===== config.mk =====
export PLATFORM = sky130hd
export DESIGN_NAME = if_stage
export DESIGN_NICKNAME = d
export VERILOG_FILES = /design/src/logic/fetch_pkg.sv /design/src/logic/bus_pkg.sv /design/src/logic/pc_gen.sv /design/src/logic/icache.sv /design/src/logic/mem_arbiter.sv /design/src/logic/axi_rd_master.sv /design/src/logic/if_stage.sv
export SDC_FILE = /design/constraint.sdc
export NUM_CORES = 2
export LEC_CHECK = 0
export BUFFER_PORTS_ARGS = -buffer_cell sky130_fd_sc_hd__buf_2
export CORE_MARGIN = 2
export CORE_UTILIZATION = 62
export CTS_CLUSTER_DIAMETER = 200
export DETAILED_ROUTE_END_ITERATION = 6
export PLACE_DENSITY_LB_ADDON = 0.12
export SKIP_LAST_GASP = 1
export SYNTH_ARGS = -nofsm -noshare
export SYNTH_HDL_FRONTEND = slang
export SYNTH_HIERARCHICAL = 1
export SYNTH_SLANG_ARGS = --single-unit

===== constraint.sdc =====
create_clock -name clk -period 11.6 [get_ports clk]
set_input_delay 1.16 -clock clk [delete_from_list [all_inputs] [get_ports clk]]
set_output_delay 1.16 -clock clk [all_outputs]
set_load 0.05 [all_outputs]

===== src/logic/fetch_pkg.sv =====
package fetch_pkg;

  // core side widths
  localparam int XLEN   = 64;   // pc and address width
  localparam int INST_W = 32;   // one rv instruction

  // pc steps one instruction at a time, no compressed support
  localparam int INST_BYTES = INST_W / 8;

  // first fetch after reset, start of dram in the usual memory map
  localparam logic [XLEN-1:0] RESET_PC = 64'h0000_0000_8000_0000;

  // addi x0, x0, 0
  // decode sees this as a bubble
  localparam logic [INST_W-1:0] NOP_INST = 32'h0000_0013;

endpackage


===== src/logic/bus_pkg.sv =====
package bus_pkg;

  // read bus data width, one beat
  localparam int BUS_DW = 64;

  // axi id and len field widths
  localparam int BUS_ID_W  = 4;
  localparam int AXI_LEN_W = 8;   // len is beats minus one

  // transaction ids, also used to steer returning beats
  typedef enum logic [BUS_ID_W-1:0] {
    ID_NONE   = 4'd0,   // nobody owns the bus
    ID_IFETCH = 4'd1,   // icache line refill
    ID_LOAD   = 4'd2    // uncached data-stage load
  } bus_id_e;

  // arburst encodings, only incr is issued
  localparam logic [1:0] BURST_INCR = 2'b01;

  // rresp
  localparam logic [1:0] RESP_OKAY = 2'b00;

endpackage


===== src/logic/pc_gen.sv =====
module pc_gen import fetch_pkg::*; #(
  parameter int FETCH_CREDITS = 4     // decode buffer depth
) (
  input  logic            clk,
  input  logic            rst_n,
  input  logic            redirect_valid_i,   // from execute
  input  logic [XLEN-1:0] redirect_pc_i,
  input  logic            inst_credit_i,      // decode consumed one
  input  logic            fetch_done_i,       // icache answered
  output logic            fetch_req_o,
  output logic [XLEN-1:0] fetch_addr_o,
  output logic            fetch_kill_o,
  output logic            deliver_o           // qualifies fetch_done for decode
);

  localparam int CRED_W = $clog2(FETCH_CREDITS + 1);

  logic [XLEN-1:0]   pc_q;          // next address to issue
  logic [CRED_W-1:0] credit_q;      // free slots in decode buffer
  logic              in_flight_q;   // icache takes one fetch at a time
  logic              can_issue;
  logic              issue;
  logic              squash;

  // a slot frees up in the same cycle the icache answers, so hits stream
  assign can_issue = (credit_q != '0) && (!in_flight_q || fetch_done_i);
  assign issue     = can_issue && !redirect_valid_i;   // hold off during redirect

  // outstanding fetch belongs to the old path
  assign squash    = redirect_valid_i && in_flight_q;

  assign fetch_req_o  = issue;
  assign fetch_addr_o = pc_q;   // also one past the fetch in flight
  assign fetch_kill_o = squash;
  assign deliver_o    = !squash;  // a hit landing in the redirect cycle is dropped

  always_ff @(posedge clk or negedge rst_n) begin
    if (!rst_n) begin
      pc_q        <= RESET_PC;
      credit_q    <= CRED_W'(FETCH_CREDITS);
      in_flight_q <= 1'b0;
    end else begin
      // spend on issue, refill from decode, reclaim what got squashed
      credit_q <= credit_q - CRED_W'(issue) + CRED_W'(inst_credit_i) + CRED_W'(squash);

      if (redirect_valid_i) begin
        pc_q        <= redirect_pc_i;
        in_flight_q <= 1'b0;            // icache drops the killed one
      end else if (issue) begin
        pc_q        <= pc_q + XLEN'(INST_BYTES);   // pc+4, no prediction
        in_flight_q <= 1'b1;
      end else if (fetch_done_i) begin
        in_flight_q <= 1'b0;
      end
    end
  end

  // decode must never hand back more than it was given
  a_credit_bound: assert property (@(posedge clk) disable iff (!rst_n)
    credit_q <= CRED_W'(FETCH_CREDITS))
    else $error("pc_gen: credit count above %0d", FETCH_CREDITS);

endmodule


===== src/logic/icache.sv =====
module icache import fetch_pkg::*, bus_pkg::*; #(
  parameter int NUM_LINES  = 16,
  parameter int LINE_BEATS = 2    // power of two, at least 2
) (
  input  logic              clk,
  input  logic              rst_n,
  input  logic              fetch_req_i,
  input  logic [XLEN-1:0]   fetch_addr_i,
  input  logic              fetch_kill_i,
  output logic              fetch_done_o,
  output logic [INST_W-1:0] fetch_word_o,
  output logic              refill_req_o,
  output logic [XLEN-1:0]   refill_addr_o,
  input  logic              refill_gnt_i,
  input  logic              refill_beat_valid_i,
  input  logic [BUS_DW-1:0] refill_data_i,
  input  logic              refill_last_i
);

  localparam int BEAT_OFF = $clog2(BUS_DW / 8);              // byte bits in one beat
  localparam int BEAT_W   = $clog2(LINE_BEATS);
  localparam int OFF_W    = $clog2(LINE_BEATS * BUS_DW / 8); // byte bits in one line
  localparam int IDX_W    = $clog2(NUM_LINES);
  localparam int TAG_W    = XLEN - OFF_W - IDX_W;

  typedef enum logic [1:0] {S_IDLE, S_REQ, S_FILL} state_e;

  state_e            state_q;
  logic              req_q;         // lookup pending in S_IDLE
  logic              live_q;        // refill still has someone waiting
  logic              live_d;
  logic [BEAT_W-1:0] beat_q;        // next beat slot to write
  logic [XLEN-1:0]   addr_q;        // address being looked up
  logic [XLEN-1:0]   fill_addr_q;   // line being refilled, kept apart from addr_q

  logic [NUM_LINES-1:0] valid_q;
  logic [TAG_W-1:0]     tag_mem  [NUM_LINES];
  logic [BUS_DW-1:0]    data_mem [NUM_LINES*LINE_BEATS];

  logic [IDX_W-1:0]  idx_q;
  logic [TAG_W-1:0]  tag_q;
  logic [BEAT_W-1:0] beat_sel;
  logic [IDX_W-1:0]  fill_idx;
  logic [BUS_DW-1:0] rd_beat;
  logic              tag_match;
  logic              miss;

  // split the lookup address
  assign idx_q    = addr_q[OFF_W +: IDX_W];
  assign tag_q    = addr_q[XLEN-1 -: TAG_W];
  assign beat_sel = addr_q[BEAT_OFF +: BEAT_W];
  assign fill_idx = fill_addr_q[OFF_W +: IDX_W];

  assign tag_match = valid_q[idx_q] && (tag_mem[idx_q] == tag_q);
  assign rd_beat   = data_mem[{idx_q, beat_sel}];
  assign miss      = (state_q == S_IDLE) && req_q && !tag_match;

  assign fetch_done_o = (state_q == S_IDLE) && req_q && tag_match;
  assign fetch_word_o = addr_q[2] ? rd_beat[BUS_DW-1 -: INST_W] : rd_beat[INST_W-1:0];

  assign refill_req_o  = (state_q == S_REQ);
  assign refill_addr_o = {fill_addr_q[XLEN-1:OFF_W], {OFF_W{1'b0}}};   // line aligned

  // a kill empties the waiting slot, the redirect target may then take it
  assign live_d = fetch_kill_i ? 1'b0 : (fetch_req_i || live_q);

  always_ff @(posedge clk or negedge rst_n) begin
    if (!rst_n) begin
      state_q <= S_IDLE;
      req_q   <= 1'b0;
      live_q  <= 1'b0;
      beat_q  <= '0;
      valid_q <= '0;
    end else begin
      case (state_q)
        S_IDLE: begin
          if (miss && !fetch_kill_i) begin
            state_q <= S_REQ;       // keep req_q, replay after fill
            live_q  <= 1'b1;
            beat_q  <= '0;
          end else begin
            req_q <= fetch_req_i;   // pipelined, one lookup per cycle
          end
        end
        S_REQ: begin
          live_q <= live_d;
          if (refill_gnt_i) state_q <= S_FILL;
        end
        S_FILL: begin
          live_q <= live_d;
          if (refill_beat_valid_i) begin
            beat_q <= beat_q + 1'b1;    // beats come in address order
            if (refill_last_i) begin
              valid_q[fill_idx] <= 1'b1;
              state_q           <= S_IDLE;
              req_q             <= live_d;   // killed fetch gets no done
            end
          end
        end
        default: state_q <= S_IDLE;
      endcase
    end
  end

  // arrays and address registers
  always_ff @(posedge clk) begin
    if (fetch_req_i) addr_q <= fetch_addr_i;
    if (miss) fill_addr_q <= addr_q;
    if (state_q == S_FILL && refill_beat_valid_i) begin
      data_mem[{fill_idx, beat_q}] <= refill_data_i;
      if (refill_last_i) tag_mem[fill_idx] <= fill_addr_q[XLEN-1 -: TAG_W];
    end
  end

  // pc_gen may only issue over a refill whose own fetch was killed
  a_no_req_in_refill: assert property (@(posedge clk) disable iff (!rst_n)
    (state_q != S_IDLE && fetch_req_i) |-> !live_q)
    else $error("icache: new fetch while a live refill is running");

endmodule


===== src/logic/mem_arbiter.sv =====
module mem_arbiter import fetch_pkg::*, bus_pkg::*; #(
  parameter int LINE_BEATS = 2
) (
  input  logic                 clk,
  input  logic                 rst_n,
  input  logic                 refill_req_i,
  input  logic [XLEN-1:0]      refill_addr_i,
  output logic                 refill_gnt_o,
  input  logic                 ld_req_i,       // held until ld_gnt_o
  input  logic [XLEN-1:0]      ld_addr_i,
  output logic                 ld_gnt_o,
  output logic                 bus_req_o,
  output logic [XLEN-1:0]      bus_addr_o,
  output bus_id_e              bus_id_o,
  output logic [AXI_LEN_W-1:0] bus_len_o,
  input  logic                 bus_gnt_i,
  input  logic                 beat_valid_i,
  input  bus_id_e              beat_id_i,
  input  logic [BUS_DW-1:0]    beat_data_i,
  input  logic                 beat_last_i,
  output logic                 refill_beat_valid_o,
  output logic                 ld_rvalid_o,
  output logic [BUS_DW-1:0]    ld_rdata_o
);

  bus_id_e owner_q;   // ID_NONE while the bus is free
  logic    pick_refill;

  // fixed priority, icache first so fetch is not starved by loads
  assign pick_refill = refill_req_i;

  // nothing new until the owner's last beat is back
  assign bus_req_o = (owner_q == ID_NONE) && (refill_req_i || ld_req_i);

  always_comb begin
    if (pick_refill) begin
      bus_addr_o = refill_addr_i;                     // already line aligned
      bus_id_o   = ID_IFETCH;
      bus_len_o  = AXI_LEN_W'(LINE_BEATS - 1);
    end else begin
      bus_addr_o = ld_addr_i;
      bus_id_o   = ID_LOAD;
      bus_len_o  = '0;                                // single beat
    end
  end

  // the master grants only while idle and requested
  assign refill_gnt_o = bus_gnt_i && pick_refill;
  assign ld_gnt_o     = bus_gnt_i && !pick_refill;

  // steer returning beats by id
  assign refill_beat_valid_o = beat_valid_i && (beat_id_i == ID_IFETCH);
  assign ld_rvalid_o         = beat_valid_i && (beat_id_i == ID_LOAD);
  assign ld_rdata_o          = beat_data_i;   // whole beat, load side picks bytes

  always_ff @(posedge clk or negedge rst_n) begin
    if (!rst_n) begin
      owner_q <= ID_NONE;
    end else if (bus_gnt_i) begin
      owner_q <= bus_id_o;        // lock the winner
    end else if (beat_valid_i && beat_last_i) begin
      owner_q <= ID_NONE;
    end
  end

  // slave must echo the id of the burst that holds the bus
  a_beat_owner: assert property (@(posedge clk) disable iff (!rst_n)
    beat_valid_i |-> (beat_id_i == owner_q))
    else $error("mem_arbiter: beat id %0d, owner %0d", beat_id_i, owner_q);

endmodule


===== src/logic/axi_rd_master.sv =====
module axi_rd_master import fetch_pkg::*, bus_pkg::*; (
  input  logic                 clk,
  input  logic                 rst_n,
  // arbiter side
  input  logic                 bus_req_i,
  input  logic [XLEN-1:0]      bus_addr_i,
  input  bus_id_e              bus_id_i,
  input  logic [AXI_LEN_W-1:0] bus_len_i,
  output logic                 bus_gnt_o,
  output logic                 beat_valid_o,
  output logic [BUS_DW-1:0]    beat_data_o,
  output bus_id_e              beat_id_o,
  output logic                 beat_last_o,
  // ar channel
  output logic                 ar_valid_o,
  input  logic                 ar_ready_i,
  output logic [XLEN-1:0]      ar_addr_o,
  output logic [BUS_ID_W-1:0]  ar_id_o,
  output logic [AXI_LEN_W-1:0] ar_len_o,
  output logic [1:0]           ar_burst_o,
  // r channel
  input  logic                 r_valid_i,
  output logic                 r_ready_o,
  input  logic [BUS_DW-1:0]    r_data_i,
  input  logic [BUS_ID_W-1:0]  r_id_i,
  input  logic                 r_last_i,
  input  logic [1:0]           r_resp_i
);

  typedef enum logic [1:0] {M_IDLE, M_ADDR, M_DATA} mstate_e;

  mstate_e              state_q;
  logic [XLEN-1:0]      addr_q;
  bus_id_e              id_q;
  logic [AXI_LEN_W-1:0] len_q;
  logic [AXI_LEN_W-1:0] beat_cnt_q;   // beats seen in this burst
  logic                 r_hs;

  assign bus_gnt_o = (state_q == M_IDLE) && bus_req_i;   // same cycle as request

  // ar held stable from the cycle after grant until accepted
  assign ar_valid_o = (state_q == M_ADDR);
  assign ar_addr_o  = addr_q;
  assign ar_id_o    = id_q;
  assign ar_len_o   = len_q;
  assign ar_burst_o = BURST_INCR;

  // every burst here has a sink with room for it
  assign r_ready_o = 1'b1;
  assign r_hs      = r_valid_i && r_ready_o;

  assign beat_valid_o = (state_q == M_DATA) && r_hs;
  assign beat_data_o  = r_data_i;
  assign beat_id_o    = bus_id_e'(r_id_i);
  assign beat_last_o  = r_last_i;

  always_ff @(posedge clk or negedge rst_n) begin
    if (!rst_n) begin
      state_q    <= M_IDLE;
      beat_cnt_q <= '0;
    end else begin
      case (state_q)
        M_IDLE: if (bus_gnt_o) state_q <= M_ADDR;
        M_ADDR: begin
          if (ar_ready_i) begin
            state_q    <= M_DATA;
            beat_cnt_q <= '0;
          end
        end
        M_DATA: begin
          if (r_hs) begin
            beat_cnt_q <= beat_cnt_q + 1'b1;
            if (r_last_i) state_q <= M_IDLE;   // bus free again
          end
        end
        default: state_q <= M_IDLE;
      endcase
    end
  end

  // request fields, captured at grant
  always_ff @(posedge clk) begin
    if (bus_gnt_o) begin
      addr_q <= bus_addr_i;
      id_q   <= bus_id_i;
      len_q  <= bus_len_i;
    end
  end

  // rlast must line up with the arlen we sent
  a_last_on_final: assert property (@(posedge clk) disable iff (!rst_n)
    (state_q == M_DATA && r_hs) |-> (r_last_i == (beat_cnt_q == len_q)))
    else $error("axi_rd_master: rlast on beat %0d of len %0d", beat_cnt_q, len_q);

  // slave error responses are not handled by fetch or loads
  a_resp_okay: assert property (@(posedge clk) disable iff (!rst_n)
    (state_q == M_DATA && r_hs) |-> (r_resp_i == RESP_OKAY))
    else $error("axi_rd_master: rresp %0b on id %0d", r_resp_i, r_id_i);

endmodule


===== src/logic/if_stage.sv =====
module if_stage import fetch_pkg::*, bus_pkg::*; #(
  parameter int FETCH_CREDITS = 4,
  parameter int NUM_LINES     = 16,
  parameter int LINE_BEATS    = 2
) (
  input  logic                 clk,
  input  logic                 rst_n,
  // execute and decode
  input  logic                 redirect_valid_i,
  input  logic [XLEN-1:0]      redirect_pc_i,
  input  logic                 inst_credit_i,
  output logic                 inst_valid_o,
  output logic [INST_W-1:0]    inst_o,
  output logic [XLEN-1:0]      inst_pc_o,
  // data-stage loads
  input  logic                 ld_req_i,
  input  logic [XLEN-1:0]      ld_addr_i,
  output logic                 ld_gnt_o,
  output logic                 ld_rvalid_o,
  output logic [BUS_DW-1:0]    ld_rdata_o,
  // axi read
  output logic                 ar_valid_o,
  input  logic                 ar_ready_i,
  output logic [XLEN-1:0]      ar_addr_o,
  output logic [BUS_ID_W-1:0]  ar_id_o,
  output logic [AXI_LEN_W-1:0] ar_len_o,
  output logic [1:0]           ar_burst_o,
  input  logic                 r_valid_i,
  output logic                 r_ready_o,
  input  logic [BUS_DW-1:0]    r_data_i,
  input  logic [BUS_ID_W-1:0]  r_id_i,
  input  logic                 r_last_i,
  input  logic [1:0]           r_resp_i
);

  logic                 fetch_req, fetch_kill, fetch_done, deliver;
  logic [XLEN-1:0]      fetch_addr;
  logic [INST_W-1:0]    fetch_word;
  logic                 refill_req, refill_gnt, refill_beat_valid;
  logic [XLEN-1:0]      refill_addr;
  logic                 bus_req, bus_gnt, beat_valid, beat_last;
  logic [XLEN-1:0]      bus_addr;
  bus_id_e              bus_id, beat_id;
  logic [AXI_LEN_W-1:0] bus_len;
  logic [BUS_DW-1:0]    beat_data;

  assign inst_valid_o = fetch_done && deliver;
  assign inst_o       = inst_valid_o ? fetch_word : NOP_INST;   // bubble otherwise
  // pc_gen has already stepped past the fetch being answered
  assign inst_pc_o    = fetch_addr - XLEN'(INST_BYTES);

  pc_gen #(.FETCH_CREDITS(FETCH_CREDITS)) u_pc_gen (
    .clk, .rst_n, .redirect_valid_i, .redirect_pc_i, .inst_credit_i,
    .fetch_done_i(fetch_done), .fetch_req_o(fetch_req), .fetch_addr_o(fetch_addr),
    .fetch_kill_o(fetch_kill), .deliver_o(deliver)
  );

  icache #(.NUM_LINES(NUM_LINES), .LINE_BEATS(LINE_BEATS)) u_icache (
    .clk, .rst_n, .fetch_req_i(fetch_req), .fetch_addr_i(fetch_addr),
    .fetch_kill_i(fetch_kill), .fetch_done_o(fetch_done), .fetch_word_o(fetch_word),
    .refill_req_o(refill_req), .refill_addr_o(refill_addr), .refill_gnt_i(refill_gnt),
    .refill_beat_valid_i(refill_beat_valid), .refill_data_i(beat_data),
    .refill_last_i(beat_last)
  );

  mem_arbiter #(.LINE_BEATS(LINE_BEATS)) u_mem_arbiter (
    .clk, .rst_n, .refill_req_i(refill_req), .refill_addr_i(refill_addr),
    .refill_gnt_o(refill_gnt), .ld_req_i, .ld_addr_i, .ld_gnt_o,
    .bus_req_o(bus_req), .bus_addr_o(bus_addr), .bus_id_o(bus_id), .bus_len_o(bus_len),
    .bus_gnt_i(bus_gnt), .beat_valid_i(beat_valid), .beat_id_i(beat_id),
    .beat_data_i(beat_data), .beat_last_i(beat_last),
    .refill_beat_valid_o(refill_beat_valid), .ld_rvalid_o, .ld_rdata_o
  );

  axi_rd_master u_axi_rd_master (
    .clk, .rst_n, .bus_req_i(bus_req), .bus_addr_i(bus_addr), .bus_id_i(bus_id),
    .bus_len_i(bus_len), .bus_gnt_o(bus_gnt), .beat_valid_o(beat_valid),
    .beat_data_o(beat_data), .beat_id_o(beat_id), .beat_last_o(beat_last),
    .ar_valid_o, .ar_ready_i, .ar_addr_o, .ar_id_o, .ar_len_o, .ar_burst_o,
    .r_valid_i, .r_ready_o, .r_data_i, .r_id_i, .r_last_i, .r_resp_i
  );

endmodule


Yosys cells after proc, flatten, opt, wreduce, memory -nomap -nowiden. Memory sizes are Yosys's and may differ from the RTL's. A register that Yosys moved wholly into a read port is not among the register bits. Index checks and enable logic that the tools add are counted.

Bits in registers: 299. Bits in writable memories: 2944. Output and inout bits: 243. Word-level logic and storage cells: 129. Memories kept: 2.

Add/subtract/negate cells: 6. Magnitude comparators: 3. Eq/ne operators: 16. Multiplexer cells: 42. Bitwise logic cells: 1. Reductions and logical operators: 43.

Memory list: u_icache.data_mem (words 32, width 64, read ports 1, clocked after memory_dff 1, write ports 1, RTL line icache.sv:38) `logic [BUS_DW-1:0] data_mem [NUM_LINES*LINE_BEATS];`; u_icache.tag_mem (words 16, width 56, read ports 1, clocked after memory_dff 1, write ports 1, RTL line icache.sv:37) `logic [TAG_W-1:0] tag_mem [NUM_LINES];`.

Operators by type and width (number): $mux W64 (3); $add A64 B3 Y64 const B (1); $mux W32 (2); $sub A64 B3 Y64 const B (1); $eq A56 B56 Y1 (1); $logic_and A1 B1 Y1 (19); $mux W1 (18); $mux W2 (8); $or A16 B16 Y16 (1); $ne A2 B2 Y1 const B (7); $mux W4 (3); $pmux W2 S3 (2); $reduce_and A4 Y1 (3); $lt A4 B5 Y1 const B (2); $reduce_bool A2 Y1 (4); $add A3 B1 Y3 (2); $pmux W1 S2 (3); $reduce_and A3 Y1 (2); $reduce_bool A3 Y1 (2); $logic_not A1 Y1 (5); $mux W5 (1); $bmux W1 S4 (1); $demux W1 S4 (1); $eq A2 B1 Y1 const B (2); 12 further kinds (17).

Depth between registers and ports, before layout.
Depth after elaboration: 12. Gate-level depth with buffers: 24.

Modules after synthesis. Netlist, hierarchy kept.

Modules (own cells, without submodules): icache (instances 1, cells each 4766, area an instance 117525.2 µm², sequential area each 92693.9 µm²); pc_gen (instances 1, cells each 460, area an instance 4037.6 µm², sequential area each 1704.1 µm²); axi_rd_master (instances 1, cells each 160, area an instance 2931.6 µm², sequential area each 2332.2 µm²); if_stage (instances 1, cells each 232, area an instance 1539.0 µm², sequential area each 0.0 µm²); mem_arbiter (instances 1, cells each 161, area an instance 1539.0 µm², sequential area each 50.0 µm²).

Worst setup path after synthesis. Ideal clock, no wire load.

Path type: input port to output port. Start: in ld_req_i. End: out ld_gnt_o. Arrival time: 8.103 ns. Path slack: 2.337 ns. Cell stages on the path: 4. Path buffers: 0. Path through: nor2_1 -> nor3_1 -> nor3b_1 -> nor2b_1.

Longest elaborated chain between the ends: 4.

RTL lines: from (decl) (RTL line if_stage.sv:16) `input logic ld_req_i,`; $logic_or A1 B1 Y1 (RTL line mem_arbiter.sv:33) `assign bus_req_o = (owner_q == ID_NONE) && (refill_req_i || ld_req_i);`; $logic_and A1 B1 Y1 (RTL line mem_arbiter.sv:33); named net bus_req (RTL line if_stage.sv:41) `logic bus_req, bus_gnt, beat_valid, beat_last;`; $logic_and A1 B1 Y1 (RTL line axi_rd_master.sv:39) `assign bus_gnt_o = (state_q == M_IDLE) && bus_req_i;`; named net bus_gnt (RTL line if_stage.sv:41); $logic_and A1 B1 Y1 (RTL line mem_arbiter.sv:49) `assign ld_gnt_o = bus_gnt_i && !pick_refill;`; to (decl) (RTL line if_stage.sv:18) `output logic ld_gnt_o,`.

The timed path passes the listed nets, and every way through them passes these cells.

==> impl_metrics.ini <==
[die]
row_count = 166
die_w_um = 457.6
die_area_um2 = 209400
initial_core_util_pct = 62.36
coreArea_um2 = 204600
ios = 449
die_h_um = 457.6

[drt]
wl_met1_um = 118000
drt_first_pass_iters = 7
detail-route-antenna-nets = 0
drc = 0
drt_wl_total_um = 329800
vias_per_cell = 6.843
drt_iter0_markers = 8458
wire_per_inst_um = 35.64
num_vias = 63310
top_layer = met5
dr_wl_met3_um = 27970
wl_met2_um = 168200

[timing]
fin_crit_sh_pct = 75.17
worst_slew_pin_slew_ns = 1.324
setup_viol = 0
setup_ws_ns = 2.880
finalCriticalPeriod_ns = 8.720
rsz0062_at_grt = false
slew_headroom_pct = 11.52
report.final.slew_viol_count = 0
max_freq_mhz = 114.7
hold_viol = 0
setup-tns-final_ns = 0
clock_skew_ns = 0.05167

[worst_setup_path]
startpoint_type = register
worstSetupPathType = reg2out
crit_path_max_incr_delay_ns = 0.78
slowest_stage = dfxtp_4
crit_family = simple AND/OR/NAND/NOR gates
path_max_fanout = 85
crit_chain = buf_12 -> nor2_1 -> buf_4 -> a22oi_1 -> a21oi_1 -> or3_1 -> a2111o_1 -> nor4_1 -> nand4_1 -> nor3_2 -> buf_4 -> buf_4 -> and2_1 -> nand2b_1 -> buf_2
cp.required_ns = 10.44
path_common_cell = buf_4
end_kind = output port
worst-path-buf-inv = 5
arrival_ns = 7.56

[synth]
seq_area_frac_synth_pct = 75.86
synth_area_leaders = edfxtp_1, mux4_2, dfrtp_1
yosys_warnings = 6
synth-seq-cells = 3240
synth_cells = 5779
synth_edf_count = 3142
ys_types = 92
yosysTopAreaCell = edfxtp_1
synth_commonest_cells = edfxtp_1, mux4_2, buf_4
synthMostInstantiatedCell = edfxtp_1
synth-async-reset-ratio_pct = 2.870
syn-mean-instance-area_um2 = 22.08
synth_top_area_share_pct = 73.96
synth-main-ff-cell = edfxtp_1
syn-cell-area_um2 = 127600

[outcome]
status = finished, final reports clean

[placed_design]
dp_hpwl_um = 180300
finalWeightedCongestion = 0.8922
place_worst_setup_slack_ns = 3.701
io_buffers = 443

[grt]
grt_pass1_wl_um = 464900
grt_pass1_vias = 63020
grt.total_usage_pct = 31.72
grt_max_degree = 138
grt_overflow = 0
antenna_found_initial = 13

[cts]
clock_sink_count = 3240
cts-root-buf = clkbuf_16
clkTransAtPathRegs_ns = 0.06
h-tree-depth = 5
cts_made_buffers = 339
postCtsSetupBuffers = 0
cts_hold_buffers = 0
cts_resized = 0
cts_tree = yes
clock_latency_ns = 0.96
cts_max_path_buffers = 4

[finish]
area_growth_pct = 11.94
nets = 6523
drive_gt1_share_pct = 32.26

[power]
power_leakage_uw = 0.04613
power_density_nw_per_um2 = 202.6
peakVddDrop_mv = 0.1702
total_power_uw = 28930

[job]
max_cap_violations = 0

[worst_hold_path]
hold_path.class = in2async
-- worst paths after layout --
path,cells past startpoint,slack [ns],endpoint,from
setup / recovery,15,2.88,inst_o[1],register
hold / removal,1,0.26,u_pc_gen/fetch_addr_o[14],rst_n
setup reg to reg,17,3.73,u_pc_gen/fetch_addr_o[58],register
hold reg to reg,0,0.45,u_icache/fill_addr_q[29],u_icache/addr_q[29]
max in group asynchronous,2,10.08,u_pc_gen/fetch_addr_o[32],rst_n
min in group clk,2,0.45,u_axi_rd_master/state_q[0],ar_ready_i
-- final cells by class --
| type | instances | area, µm² |
|---|---|---|
| Timing Repair Buffer | 605 | 3551 |
| Clock inverter | 158 | 1204 |
| Tap cell | 2688 | 3363 |
| Multi-Input combinational cell | 2100 | 28780 |
| Antenna cell | 8 | 20.02 |
| Clock buffer | 431 | 8996 |
| Sequential cell | 3240 | 96800 |
| Inverter | 23 | 95.09 |
| Fill cell | 12170 | 61780 |
-- report_power, final --
| part | switching, µW | leakage [µW] | internal [µW] |
|---|---|---|---|
| Combinational | 2690 | 0.0117 | 2140 |
| Sequential | 558 | 0.0295 | 13400 |
| Clock | 4290 | 0.00500 | 5830 |
| Total | 7540 | 0.0461 | 21400 |
-- cells in the final DEF (no fill, tap or decap), drive strengths merged, types with 81 or more instances in the layout --
master     n
mux2i    145
mux4     868
mux2      81
nand2    129
nor2     131
clkbuf   431
clkinv   131
dfrtp     91
edfxtp  3142
buf      605
xor2      95
-- routing by layer --
layer,track usage (%),vias up
met5,0,-
met4,13.45,2
met1,42.52,34040
met2,52.80,3477
met3,4.863,646
li1,-,25150
-- logic make-up (layout without fill, tap and decap cells) --
logic type                 Yosys count  count (layout)  synth area share [%]
DFF                               3240            3240                 75.86
muxes                             1094            1094                 17.23
and+or+nand+nor                    617             617                 2.633
buffers and inverters              451            1217                 1.958
AOI/OAI and AO/OA                  201             201                 1.089
xor gates and xnor gates           164             164                 1.126
adders and majority gates            8               8               0.09023
other                                4              24               0.01177
-- flip-flops by register name, indices dropped and copies added, names as in the netlist, named ones only --
| register | count |
|---|---|
| u_axi_rd_master/ar_addr_o | 64 |
| u_axi_rd_master/ar_id_o | 4 |
| u_axi_rd_master/ar_len_o | 8 |
| u_axi_rd_master/state_q | 2 |
| u_icache/addr_q | 62 |
| u_icache/beat_q | 1 |
| u_icache/data_mem | 2048 |
| u_icache/fill_addr_q | 60 |
| u_icache/live_q | 1 |
| u_icache/req_q | 1 |
| u_icache/state_q | 2 |
| u_icache/tag_mem | 896 |
| u_icache/valid_q | 16 |
| u_mem_arbiter/owner_q | 2 |
| u_pc_gen/credit_q | 3 |
| u_pc_gen/fetch_addr_o | 64 |
| u_pc_gen/in_flight_q | 1 |
-- metrics by stage --
| stage | instances | area (µm²) | hold WS [ns] | utilization, % |
|---|---|---|---|---|
| detailed placement | 8656 | 132600 | 0.4493 | 64.81 |
| global placement | 8656 | 132600 | 0.4358 | 64.80 |
| floorplan | 5791 | 127600 | 0.4264 | - |
| finish | 9253 | 142800 | 0.2594 | 69.80 |
| global route | 9249 | 142800 | 0.2569 | 69.80 |
| CTS | 9245 | 142800 | 0.2085 | 69.79 |
No activity file was read; power rests on OpenSTA's default activity.
